**src/dataL1_defs.svh**
```systemverilog
// Geometry macros for the L1 data cache, included by the package, RTL and testbench
`ifndef DATAL1_DEFS_SVH
`define DATAL1_DEFS_SVH

// Data word width in bits
`define DL1_WORD_W 16

// Word address width, one address per 16-bit word
`define DL1_ADDR_W 16

// Word offset inside a line
`define DL1_OFFSET_W 3

// Words held by one line
`define DL1_WORDS_PER_LINE 8

// Line index width and line count
`define DL1_INDEX_W 11
`define DL1_LINES 2048

// Tag bits above the index
`define DL1_TAG_W 2

// Backing memory depth in words
`define DL1_MEM_DEPTH 65536

`endif

```
**src/cachePkg.sv**
```systemverilog
// Shared cache types and request/response structs, imported by the cache RTL
`include "dataL1_defs.svh"

package cachePkg;

    // Basic fields
    typedef logic [`DL1_WORD_W-1:0]   wordT;
    typedef logic [`DL1_TAG_W-1:0]    tagT;
    typedef logic [`DL1_INDEX_W-1:0]  indexT;
    typedef logic [`DL1_OFFSET_W-1:0] offsetT;

    // Word address split, tag on top and offset at the bottom
    typedef struct packed {
        tagT    tag;
        indexT  index;
        offsetT offset;
    } addrT;

    // CPU opcode
    typedef enum logic {
        opRead  = 1'b0,
        opWrite = 1'b1
    } cacheOpE;

    // CPU request, held stable while cpuReqValid is high
    typedef struct packed {
        cacheOpE op;
        addrT    addr;
        wordT    wdata;
    } cpuReqT;

    // CPU response, valid while cpuAck is high
    typedef struct packed {
        wordT rdata;
        logic hit;
    } cpuRspT;

    // One-word transfer to main memory
    typedef struct packed {
        logic write;
        addrT addr;
        wordT wdata;
    } memReqT;

    // Controller FSM states
    typedef enum logic [2:0] {
        stIdle, stLookup, stWriteBack, stRefill, stUpdate, stRespond
    } ctrlStateE;

endpackage

```
**src/cacheController.sv**
```systemverilog
// Cache FSM: lookup, dirty write-back, refill and CPU response under req/ack handshakes
`include "dataL1_defs.svh"

module cacheController
    import cachePkg::*;
(
    input  logic   clk,
    input  logic   rstN,
    // CPU side
    input  cpuReqT cpuReq,
    input  logic   cpuReqValid,
    output cpuRspT cpuRsp,
    output logic   cpuAck,
    // Tag store
    output indexT  tagIndex,
    input  tagT    storedTag,
    input  logic   storedValid,
    input  logic   storedDirty,
    output logic   tagWrite,
    output tagT    newTag,
    output logic   newDirty,
    // Data store
    output indexT  lineIndex,
    output offsetT wordOffset,
    output logic   lineWrite,
    output wordT   lineWdata,
    input  wordT   lineRdata,
    // Main memory
    output memReqT memReq,
    output logic   memReqValid,
    input  wordT   memRdata,
    input  logic   memAck
);

    ctrlStateE state;
    ctrlStateE nextState;

    // Latched request and response
    cpuReqT reqQ;
    wordT   rdataQ;
    logic   hitQ;

    // Word counter for line transfers
    offsetT wordCnt;

    logic hit;
    logic isWrite;
    logic memDone;
    logic memRelease;
    logic lastWord;

    // Hit needs a valid line with a matching tag
    assign hit     = storedValid && (storedTag == reqQ.addr.tag);
    assign isWrite = (reqQ.op == opWrite);

    // Word accepted by memory, then both handshake lines low again
    assign memDone    = memReqValid && memAck;
    assign memRelease = !memReqValid && !memAck;
    assign lastWord   = (wordCnt == offsetT'(`DL1_WORDS_PER_LINE - 1));

    // Next state
    always_comb begin
        nextState = state;
        case (state)
            stIdle: begin
                if (cpuReqValid) begin
                    nextState = stLookup;
                end
            end
            stLookup: begin
                if (hit) begin
                    nextState = stRespond;
                end else if (storedValid && storedDirty) begin
                    nextState = stWriteBack;
                end else begin
                    nextState = stRefill;
                end
            end
            stWriteBack: begin
                if (memRelease && lastWord) begin
                    nextState = stRefill;
                end
            end
            stRefill: begin
                if (memRelease && lastWord) begin
                    nextState = stUpdate;
                end
            end
            stUpdate: nextState = stRespond;
            // Hold the response until the CPU drops its request
            stRespond: begin
                if (!cpuReqValid) begin
                    nextState = stIdle;
                end
            end
            default: nextState = stIdle;
        endcase
    end

    // State, memory request and word counter
    always_ff @(posedge clk or negedge rstN) begin
        if (!rstN) begin
            state       <= stIdle;
            memReqValid <= 1'b0;
            wordCnt     <= '0;
        end else begin
            state <= nextState;
            case (state)
                stLookup: begin
                    // Miss starts the first transfer at word 0
                    if (!hit) begin
                        memReqValid <= 1'b1;
                        wordCnt     <= '0;
                    end
                end
                stWriteBack, stRefill: begin
                    if (memDone) begin
                        memReqValid <= 1'b0;
                    end else if (memRelease) begin
                        if (lastWord) begin
                            // Write-back flows straight into refill
                            wordCnt     <= '0;
                            memReqValid <= (state == stWriteBack);
                        end else begin
                            wordCnt     <= wordCnt + 1'b1;
                            memReqValid <= 1'b1;
                        end
                    end
                end
                default: ;
            endcase
        end
    end

    // Request capture and response data
    always_ff @(posedge clk) begin
        if (state == stIdle && cpuReqValid) begin
            reqQ <= cpuReq;
        end
        if (state == stLookup) begin
            hitQ <= hit;
        end
        // Read word taken on a hit or after the refill
        if ((state == stLookup && hit) || state == stUpdate) begin
            rdataQ <= lineRdata;
        end
    end

    // Both stores follow the latched index
    assign tagIndex  = reqQ.addr.index;
    assign lineIndex = reqQ.addr.index;

    // Line transfers walk the counter, otherwise the CPU offset
    assign wordOffset = (state == stWriteBack || state == stRefill) ? wordCnt
                                                                    : reqQ.addr.offset;

    // Write hit in lookup, or finishing the access after a refill
    assign tagWrite = (state == stLookup && hit && isWrite) || (state == stUpdate);
    assign newTag   = reqQ.addr.tag;
    assign newDirty = isWrite;

    // Refill words as memory acks them, CPU word otherwise
    assign lineWrite = (state == stRefill && memDone)
                    || (state == stLookup && hit && isWrite)
                    || (state == stUpdate && isWrite);
    assign lineWdata = (state == stRefill) ? memRdata : reqQ.wdata;

    // Victim address on write-back, requested line on refill
    always_comb begin
        memReq.write       = (state == stWriteBack);
        memReq.addr.tag    = (state == stWriteBack) ? storedTag : reqQ.addr.tag;
        memReq.addr.index  = reqQ.addr.index;
        memReq.addr.offset = wordCnt;
        memReq.wdata       = lineRdata;
    end

    assign cpuAck = (state == stRespond);
    assign cpuRsp = '{rdata: rdataQ, hit: hitQ};

    // Ack only while the CPU still holds its request
    assertAckNeedsReq: assert property (
        @(posedge clk) disable iff (!rstN)
        $rose(cpuAck) |-> cpuReqValid
    );

    // Memory request held until memory answers
    assertMemReqStable: assert property (
        @(posedge clk) disable iff (!rstN)
        (memReqValid && !memAck) |=> $stable(memReq)
    );

endmodule

```
**config.mk**
```make
export PLATFORM = sky130hd
export DESIGN_NAME = cacheController
export DESIGN_NICKNAME = d
export VERILOG_FILES = /design/src/cachePkg.sv /design/src/cacheController.sv
export VERILOG_INCLUDE_DIRS = /design/src
export SDC_FILE = /design/constraint.sdc
export NUM_CORES = 1
export LEC_CHECK = 0
export BUFFER_PORTS_ARGS = -buffer_cell sky130_fd_sc_hd__buf_2
export CAP_MARGIN = 10
export CORE_ASPECT_RATIO = 1.2
export CORE_MARGIN = 3
export CORE_UTILIZATION = 39
export CTS_BUF_LIST = sky130_fd_sc_hd__clkbuf_4 sky130_fd_sc_hd__clkbuf_8 sky130_fd_sc_hd__clkbuf_16
export CTS_CLUSTER_DIAMETER = 100
export DETAILED_ROUTE_END_ITERATION = 12
export GPL_TIMING_DRIVEN = 0
export PLACE_DENSITY = 0.85
export SYNTH_ARGS = -nofsm -noshare
export SYNTH_HDL_FRONTEND = slang
export SYNTH_SLANG_ARGS = --single-unit
```
**constraint.sdc**
```tcl
create_clock -name clk -period 4.4 [get_ports clk]
set_clock_uncertainty 0.15 [all_clocks]
set_input_delay 0.22 -clock clk [delete_from_list [all_inputs] [get_ports clk]]
set_output_delay 0.22 -clock clk [all_outputs]
set_load 0.01 [all_outputs]
```
==> reports/results.ini, run 1 <==
[finish]
finish.net_count = 514
layout.cells.non_filler = 529
syn2layout_area_growth_pct = 59.3
drive_gt1_share_pct = 61.1
insertedDiodeCount = 0

[clock_network]
cts_tree = done
cts_root_buffer = clkbuf_8
clkLatencyLatePin_ns = 0.32
clkTransAtPathRegs_ns = 0.07
numCtsBuffers = 9
h-tree-depth = 3
postCtsResizedCells = 0
cts.path.max_buffers = 2
cts_sinks = 57

[worst_setup_path]
crit_start = state[0]
critical_path_buf_inv_count = 2
worstPathMaxFanout = 10
criticalPathCategory = flip-flop to flip-flop
critPathCapture = rdataQ[11]
worstPathCellList = buf_2, nor3b_2, nand4_1, o21ai_1, buf_4
r2r_end = rdataQ[11]
startpoint_type = flip-flop
cpMaxStageDelayCell = o21ai_1
cp_top_family = buffers and inverters
endpoint_kind = flip-flop
crit_arrival_ns = 2.20
reg2reg_depth = 5
worst_ep_required_time_ns = 4.28
path_depth = 5
r2r_setup_slack_ns = 2.08
r2r_start = state[0]
cpPeakStageDelay_ns = 0.40

[logic_synthesis]
synth.distinct_cells = 39
yosysSeqAreaShare_pct = 59.4
synth-edff-count = 50
synth_area_leaders = edfxtp_1, buf_4, dfrtp_1, mux2_4, mux2_2
netlist.top_cell.by_area = edfxtp_1
synth-async-reset-ratio_pct = 12.3
syn_avg_cell_area_um2 = 13.9
ys.flop_type = edfxtp_1
ys.warnings.count = 0
syn_inst = 203
syn_area_um2 = 2820
netlist.area_leader.share_pct = 53.2
synth_nets = 280
ys_ff_latch = 57

[placed_design]
placedCellCount = 463
gp_congestion = 0.847
port_buffers = 170
dp_hpwl_um = 5520

[routing]
viasPerCell = 4.63
wire_per_inst_um = 14.9
drt_pass1_iterations = 4
vias = 2448
wl_um = 7890
drt_iter0_drc = 61
drc = 0
antenna_left = 0

[timing]
finalCritPeriodShare_pct = 52.8
setup_violations = 0
tightestPinTransition_ns = 0.684
setup_tns_ns = 0
rsz0062_at_grt = false
max_slew_margin_pct = 54.0
finalHoldViolations = 0
fin_crit_ns = 2.32
fmax_mhz = 431
slew_violations = 0

[floorplan]
core_um2 = 6940
start_util_pct = 40.7
fp-row-count = 33
ios = 171
die_h_um = 99.2
fp.dieArea_um2 = 8290
fp.dieW_um = 83.6

[global_route]
grt_pass1_wl_um = 12000
antenna_found_initial = 0
grt_usage_pct = 18.4
grt_pass1_vias = 2569
grt_overflow_total = 0
grt_max_degree = 17

[power_and_ir_drop]
leakage_uw = 0.00211
powerDensity_nw_per_um2 = 383
vdd_drop_max_v = 0.000318

[run]
maxCapViolations = 0

[outcome]
status = completed

[hold_path]
min_path_type = primary input to asynchronous set/reset pin

==> routing by layer <==
metal / up-vias / track usage [%] / routed length (um)
met5: - / 0 / 0
met1: 1142 / 18.7 / 2790
met3: 20 / 4.64 / 560
met4: 0 / 8.66 / 172
li1: 1160 / - / -
met2: 126 / 35.0 / 4370
==> synth_stat cells, types with 2 or more instances <==
cell type and instances:
a21oi_1 3, mux2_2 8, o211ai_1 4, nand3_1 4, nor2_1 2, ha_1 4
xnor2_2 2, buf_4 53, nand2b_1 5, buf_2 3, a21o_1 2, edfxtp_1 50
nand4_1 4, nand2_1 8, o21ai_0 4, dfrtp_1 7, inv_1 9, mux2_4 10
==> cell type report <==
| type | instances | area (um^2) |
|---|---|---|
| fillers | 537 | 2440 |
| flip-flops and latches | 57 | 1680 |
| repair buffers | 223 | 1380 |
| multi-input cells | 80 | 701 |
| plain buffers | 57 | 424 |
| clock buffers | 10 | 131 |
| well taps | 87 | 109 |
| clock inverters | 6 | 35.0 |
| inverters | 9 | 33.8 |
==> what timing repair did <==
| item | CTS | global route |
|---|---|---|
| endpoints found under the hold margin | 56 | 0 |
| hold buffers | 50 | 0 |
| buffers inserted | 0 | 0 |
==> stage by stage <==
stage               hold WS, ns  total power (uW)  worst slack [ns]  util [%]  cell area (um^2)
finish                    0.109              1720              2.08      64.8              4490
floorplan                -0.226              1060              1.22         -              2830
detailed placement      -0.0816              1280              2.10      55.1              3820
CTS                       0.106              1730              2.06      64.8              4490
global route              0.133              1810              1.93      64.8              4490
global placement        -0.0841              1260             0.344      54.6              3790
==> flip-flops by register name, summed over array words and instances, names as in the netlist <==
signal	count
hitQ	1
lineIndex	11
memReqValid	1
newDirty	1
newTag	2
rdataQ	16
reqQ	19
state	3
wordCnt	3
==> worst register-to-register path, cell delays in order, from the launching register on <==
cell and delay (ns):
dfrtp_1 0.39, buf_2 0.26, nor3b_2 0.33, nand4_1 0.19, o21ai_1 0.40, buf_4 0.31
==> how the worst min path moves through the flow <==
stage,startpoint,end,depth (start not counted)
3_5_place_dp,rstN,wordCnt[1],1
6_report,rstN,state[0],2
4_1_cts,rstN,state[0],2
3_3_place_gp,rstN,memReqValid,1
5_1_grt,rstN,state[0],2
2_1_floorplan,rstN,memReqValid,0
==> power by group <==
| group | switching (uW) | internal, uW |
|---|---|---|
| combinational | 312 | 331 |
| clock | 209 | 206 |
| sequential | 29.6 | 634 |
| total | 551 | 1170 |
==> layout by cell type, fill, tap and decap left out, drive strengths merged, types with 2 or more instances in the layout <==
master / count
buf: 230
edfxtp: 50
dlygate4sd3: 50
mux2: 18
clkbuf: 10
inv: 9
nand2: 9
dfrtp: 7
nand2b: 5
nand3: 4
nand4: 4
o211ai: 4
ha: 4
clkinv: 4
o21ai: 4
a21oi: 3
xnor2: 2
nor2: 2
a21o: 2
clkinvlp: 2
==> cell families (layout without fill, tap and decap cells) <==
group,Yosys count,in the layout,share of synthesized area [%]
and+or+nand+nor,34,34,7.37
adders and majority gates,4,4,1.77
AOI/OAI and AO/OA,22,22,5.50
DFF,57,57,59.4
buffers and inverters,66,305,16.2
muxes,18,18,8.52
xor gates and xnor gates,2,2,1.15
No activity file was read; power rests on OpenSTA's default activity.
==> inputs of run 2 (changes only) <==
clock period = 2.1 ns   (was 4.4 ns; I/O delays follow)
==> run 2 against run 1 <==
Sequential share of layout area down 0.93 points. Wire length down 3.4%. Sequential cell count unchanged. Clock power up 130%. Final area up 2.6%.
==> reports/results.ini, run 2 (synthesis results as in run 1) <==
[worst_setup_path]
startpoint_type = flip-flop
endpoint_kind = primary output
worstPathMaxFanout = 10  ; unchanged
criticalPathCategory = flip-flop to primary output
crit_arrival_ns = 1.74  ; -0.46 ns
worst_ep_required_time_ns = 1.85  ; -2.43 ns
worstPathCellList = and2b_1, nand2_4, buf_8, mux2_4, buf_2
cpMaxStageDelayCell = dfrtp_1
cpPeakStageDelay_ns = 0.40  ; about the same

[timing]
layout_setup_ws_ns = 0.104  ; -1.97 ns
finalHoldViolations = 0  ; unchanged
finalCritPeriodShare_pct = 95.0
fmax_mhz = 501
tightestPinTransition_ns = 0.849  ; +0.165 ns
setup_violations = 0  ; unchanged
rsz0062_at_grt = false
fin_crit_ns = 2.00
max_slew_margin_pct = 43.4  ; -11 points
slew_violations = 0  ; unchanged

[global_route]
antenna_found_initial = 0  ; unchanged
grt_max_degree = 17  ; unchanged
grt_pass1_wl_um = 11900  ; -0.80%
grt_pass1_vias = 2489  ; -3.1%
grt_overflow_total = 0  ; unchanged
grt_usage_pct = 17.9  ; -0.52 points

[power_and_ir_drop]
powerDensity_nw_per_um2 = 819  ; +110%
internal_power_uw = 2620  ; +120%
leakage_uw = 0.00215  ; +1.9%
p_comb_share_pct = 37.3  ; about the same
power.switching_uw = 1150  ; +110%
p_seq_share_pct = 37.1  ; -1.4 points
switching_share_pct = 30.5  ; -1.5 points
clkPwrFrac_pct = 25.6  ; +1.5 points
vdd_drop_max_v = 0.000678  ; +110%

[finish]
seq_area_um2 = 1680  ; unchanged
multi_input_area_um2 = 737  ; +5.2%
final_common_cell = buf_2
final_cell_mix = buf_2, buf_4, dlygate4sd3_1
fillCellCount = 520  ; -3.2%
top_register = reqQ
postLayoutCoreUtil_pct = 66.4  ; +1.7 points
finish.net_count = 517  ; +0.58%
syn2layout_area_growth_pct = 63.4
drive_gt1_share_pct = 61.3  ; +0.26 points
insertedDiodeCount = 0  ; unchanged
largest_reg_flops = 19  ; unchanged

[routing]
drc = 0  ; unchanged
wl_um = 7620  ; -3.4%
wire_per_inst_um = 14.3  ; -4.0%
drt_pass1_iterations = 4  ; unchanged
viasPerCell = 4.54  ; -2.0%
drt_iter0_drc = 136  ; +120%
antenna_left = 0  ; unchanged
vias = 2413  ; -1.4%

[floorplan]
core_um2 = 6940  ; unchanged
die_h_um = 99.2  ; unchanged
ios = 171  ; unchanged
fp.dieW_um = 83.6  ; unchanged
fp.dieArea_um2 = 8290  ; unchanged
start_util_pct = 40.7  ; unchanged
fp-row-count = 33  ; unchanged

[clock_network]
cts_sinks = 57  ; unchanged
cts.path.max_buffers = 2  ; unchanged
cts_tree = done
h-tree-depth = 3  ; unchanged
clkLatencyLatePin_ns = 0.32  ; about the same
numCtsBuffers = 9  ; unchanged
cts_root_buffer = clkbuf_8
clkTransAtPathRegs_ns = 0.06  ; about the same

[placed_design]
gp_congestion = 0.849  ; +0.17%
port_buffers = 170  ; unchanged
place_ws_ns = 0.0805  ; -2.02 ns
dp_hpwl_um = 5220  ; -5.5%

[run]
maxCapViolations = 0  ; unchanged

[outcome]
status = completed

[hold_path]
min_path_type = primary input to flip-flop

run 2: what timing repair did:
action	CTS	global route
pin swaps	0	3
setup buffers	0	3
hold buffers	51	0
gates cloned	0	0
setup endpoints to repair	9	21
gates resized for setup	2	3
hold endpoints to repair	56	0
run 2: path summary, 6_finish.rpt:
check                          endpoint  slack [ns]  depth (start not counted)         from
setup reg to reg              rdataQ[1]        0.14                          4    newTag[1]
setup / recovery           lineWdata[9]        0.10                          5     state[2]
hold / removal                 state[0]        0.06                          4  storedDirty
hold reg to reg             memReqValid        0.46                          1  memReqValid
min in group asynchronous   memReqValid        0.60                          3         rstN
max in group asynchronous      state[0]        0.93                          3         rstN
run 2: worst max-delay path, delay by kind of cell, from the launching register on:
family | cells | cell delay [ns]
AND/OR/NAND/NOR | 2 | 0.42
flip-flops | 1 | 0.40
buffers and inverters | 2 | 0.32
multiplexers | 1 | 0.30
run 2: area by class of cell:
cell class	instances	area share (%)
Timing Repair Buffer	226	30.6
Tap cell	87	2.36
Clock buffer	10	2.85
Sequential cell	57	36.4
Inverter	9	0.733
Buffer	57	9.78
Multi-Input combinational cell	80	16.0
Clock inverter	6	1.28
run 2: power groups by stage:
stage	Combinational (uW)	Clock [uW]	Sequential (uW)
global placement	1250	0	1410
global route	1510	1050	1410
floorplan	843	0	1420
CTS	1390	1010	1400
detailed placement	1300	0	1420
finish	1410	967	1400
run 2: metal layers:
layer / up-vias / wire length, um / part of all wire, % / GRT usage [%]
met5: - / 0 / 0 / 0
met4: 0 / 136 / 1.8 / 5.82
met3: 15 / 658 / 8.6 / 4.39
met2: 142 / 4030 / 53 / 32.0
met1: 1094 / 2790 / 37 / 21.2
li1: 1162 / - / - / -
run 2: through the flow:
step                hold slack [ns]  instance area [um^2]  TNS [ns]  power, uW  std cells
detailed placement           -0.199                  3850         0       2720        462
finish                       0.0571                  4610         0       3770        532
floorplan                    -0.341                  2860     -6.04       2260        203
global placement             -0.203                  3820    -25.42       2660        460
CTS                          0.0242                  4560         0       3790        529
global route                 0.0601                  4610         0       3970        532
==> inputs of run 3 (changes only) <==
CORE_UTILIZATION = 35   (was 39)
PLACE_DENSITY = 0.79   (was 0.85)
==> run 3 against run 2 <==
Sequential share of layout area shrank 0.43 points. Sequential cell count unchanged. Final area increased by 1.2%. First-iteration DRC count down 31%. Critical path depth did not move.
==> reports/results.ini, run 3 (synthesis results as in run 1) <==
[power_and_ir_drop]
p_comb_share_pct = 35.9  ; -1.4 points
vdd_drop_max_v = 0.000658  ; -2.9%
powerDensity_nw_per_um2 = 839  ; +2.4%
clkPwrFrac_pct = 28.4  ; +2.8 points
internal_power_uw = 2740  ; +4.7%
p_seq_share_pct = 35.7  ; -1.4 points
switching_share_pct = 29.8  ; -0.72 points
power.switching_uw = 1160  ; +1.2%
leakage_uw = 0.00218  ; +1.3%

[timing]
finalHoldViolations = 0  ; unchanged
fin_crit_ns = 2.02  ; +0.0277 ns
holdWs_ns = 0.0642  ; +0.00702 ns
rsz0062_at_grt = false
max_slew_margin_pct = 68.7  ; +25 points
setup_tns_ns = 0  ; unchanged
slew_violations = 0  ; unchanged
setup_violations = 0  ; unchanged
tightestPinTransition_ns = 0.464  ; -0.386 ns
finalCritPeriodShare_pct = 96.4  ; +1.3 points
fmax_mhz = 494  ; -1.4%

[global_route]
grt_usage_pct = 16.6  ; -1.3 points
antenna_found_initial = 0  ; unchanged
grt_pass1_wl_um = 11800  ; -0.93%
grt_max_degree = 17  ; unchanged
grt_overflow_total = 0  ; unchanged
grt_pass1_vias = 2613  ; +5.0%

[clock_network]
cts_tree = done
clkLatencyLatePin_ns = 0.33  ; about the same
clkTransAtPathRegs_ns = 0.07  ; about the same
h-tree-depth = 3  ; unchanged
cts_sinks = 57  ; unchanged
numCtsBuffers = 9  ; unchanged
cts_root_buffer = clkbuf_8
cts.path.max_buffers = 2  ; unchanged

[outcome]
status = completed

[worst_setup_path]
criticalPathCategory = flip-flop to primary output
endpoint_kind = primary output
worstPathMaxFanout = 10  ; unchanged
crit_arrival_ns = 1.77  ; +0.03 ns
startpoint_type = flip-flop
worst_ep_required_time_ns = 1.85  ; about the same

[floorplan]
start_util_pct = 36.4  ; -4.3 points
core_um2 = 7750  ; +12%
fp.dieArea_um2 = 9180  ; +11%
fp.dieW_um = 87.9  ; +5.2%
die_h_um = 104  ; +5.2%
ios = 171  ; unchanged
fp-row-count = 35  ; +6.1%

[routing]
drc = 0  ; unchanged
viasPerCell = 4.55  ; +0.26%
wl_um = 7590  ; -0.32%
wire_per_inst_um = 14.1  ; -1.6%
drt_iter0_drc = 94  ; -31%
vias = 2451  ; +1.6%
antenna_left = 0  ; unchanged
drt_pass1_iterations = 4  ; unchanged

[finish]
layout.cells.non_filler = 539  ; +1.3%
largest_reg_flops = 19  ; unchanged
finish.net_count = 519  ; +0.39%
final_common_cell = buf_2
fillCellCount = 600  ; +15%
final_cell_mix = buf_2, buf_4, dlygate4sd3_1
top_register = reqQ
insertedDiodeCount = 0  ; unchanged
postLayoutCoreUtil_pct = 60.1  ; -6.3 points
syn2layout_area_growth_pct = 65.3
drive_gt1_share_pct = 61.5  ; +0.17 points

[hold_path]
min_path_type = primary input to flip-flop

[placed_design]
placedCellCount = 468  ; +1.3%
port_buffers = 170  ; unchanged
dp_hpwl_um = 5220  ; +0.14%
gp_congestion = 0.845  ; -0.45%

[run]
maxCapViolations = 0  ; unchanged

-- run 3: cell count changes in the layout (fill, tap and decap cells not counted) --
cell,before,now
clkinvlp_4,2,0
buf_4,55,56
bufinv_16,1,2
clkinv_4,0,1
dlygate4sd3_1,51,52
o32ai_1,1,0
o32ai_2,0,1
-- run 3: power groups by stage --
stage	sequential (uW)	clock (uW)	combinational, uW
5_1_grt	1400	1190	1520
2_1_floorplan	1420	0	843
6_report	1400	1110	1400
4_1_cts	1400	1140	1380
3_3_place_gp	1410	0	1250
3_5_place_dp	1420	0	1290
-- run 3: what timing repair did --
item,CTS,global route
pin swaps,0,2
hold buffers,52,0
endpoints found under the setup margin,23,19
buffers inserted,0,3
endpoints found under the hold margin,57,0
resized for setup,4,3
-- run 3: area by class of cell --
cell class                 count  area, um^2  area share (%)
sequential                    57        1680            36.0
timing repair buffer         228        1430            30.6
multi-input combinational     80         744            16.0
buffer                        57         450            9.66
clock buffer                  10         131            2.82
tap                           92         115            2.47
clock inverter                 6        82.6            1.77
inverter                       9        33.8           0.725
-- run 3: critical path, stage by stage (launching register included) --
cell,delay [ns]
dfrtp_1,0.40
and2b_1,0.30
nand2_4,0.13
buf_8,0.18
mux2_4,0.30
buf_2,0.14
-- run 3: final timing paths --
check                             from      endpoint  slack, ns  depth (start not counted)
min in group asynchronous         rstN      state[1]       0.60                          3
hold reg to reg            memReqValid   memReqValid       0.45                          1
setup / recovery              state[2]  lineWdata[8]       0.08                          5
max in group asynchronous         rstN      state[2]       0.92                          3
setup reg to reg              state[0]     rdataQ[4]       0.13                          5
hold / removal             storedValid   memReqValid       0.06                          3
-- run 3: through the flow --
| step | cell area (um^2) | worst slack, ns | total power [uW] |
|---|---|---|---|
| after floorplan | 2860 | -0.183 | 2260 |
| after global placement | 3820 | -0.641 | 2660 |
| after detailed placement | 3860 | -0.0851 | 2710 |
| after CTS | 4620 | 0.0134 | 3920 |
| after global routing | 4660 | 0.0140 | 4110 |
| final | 4660 | 0.0765 | 3910 |
-- run 3: layer usage --
layer | track usage, % | up-vias | part of all wire (%)
met5 | 0 | - | 0
li1 | - | 1169 | -
met4 | 8.66 | 0 | 3.4
met3 | 5.39 | 27 | 9.0
met1 | 17.8 | 1113 | 38
met2 | 28.3 | 142 | 49
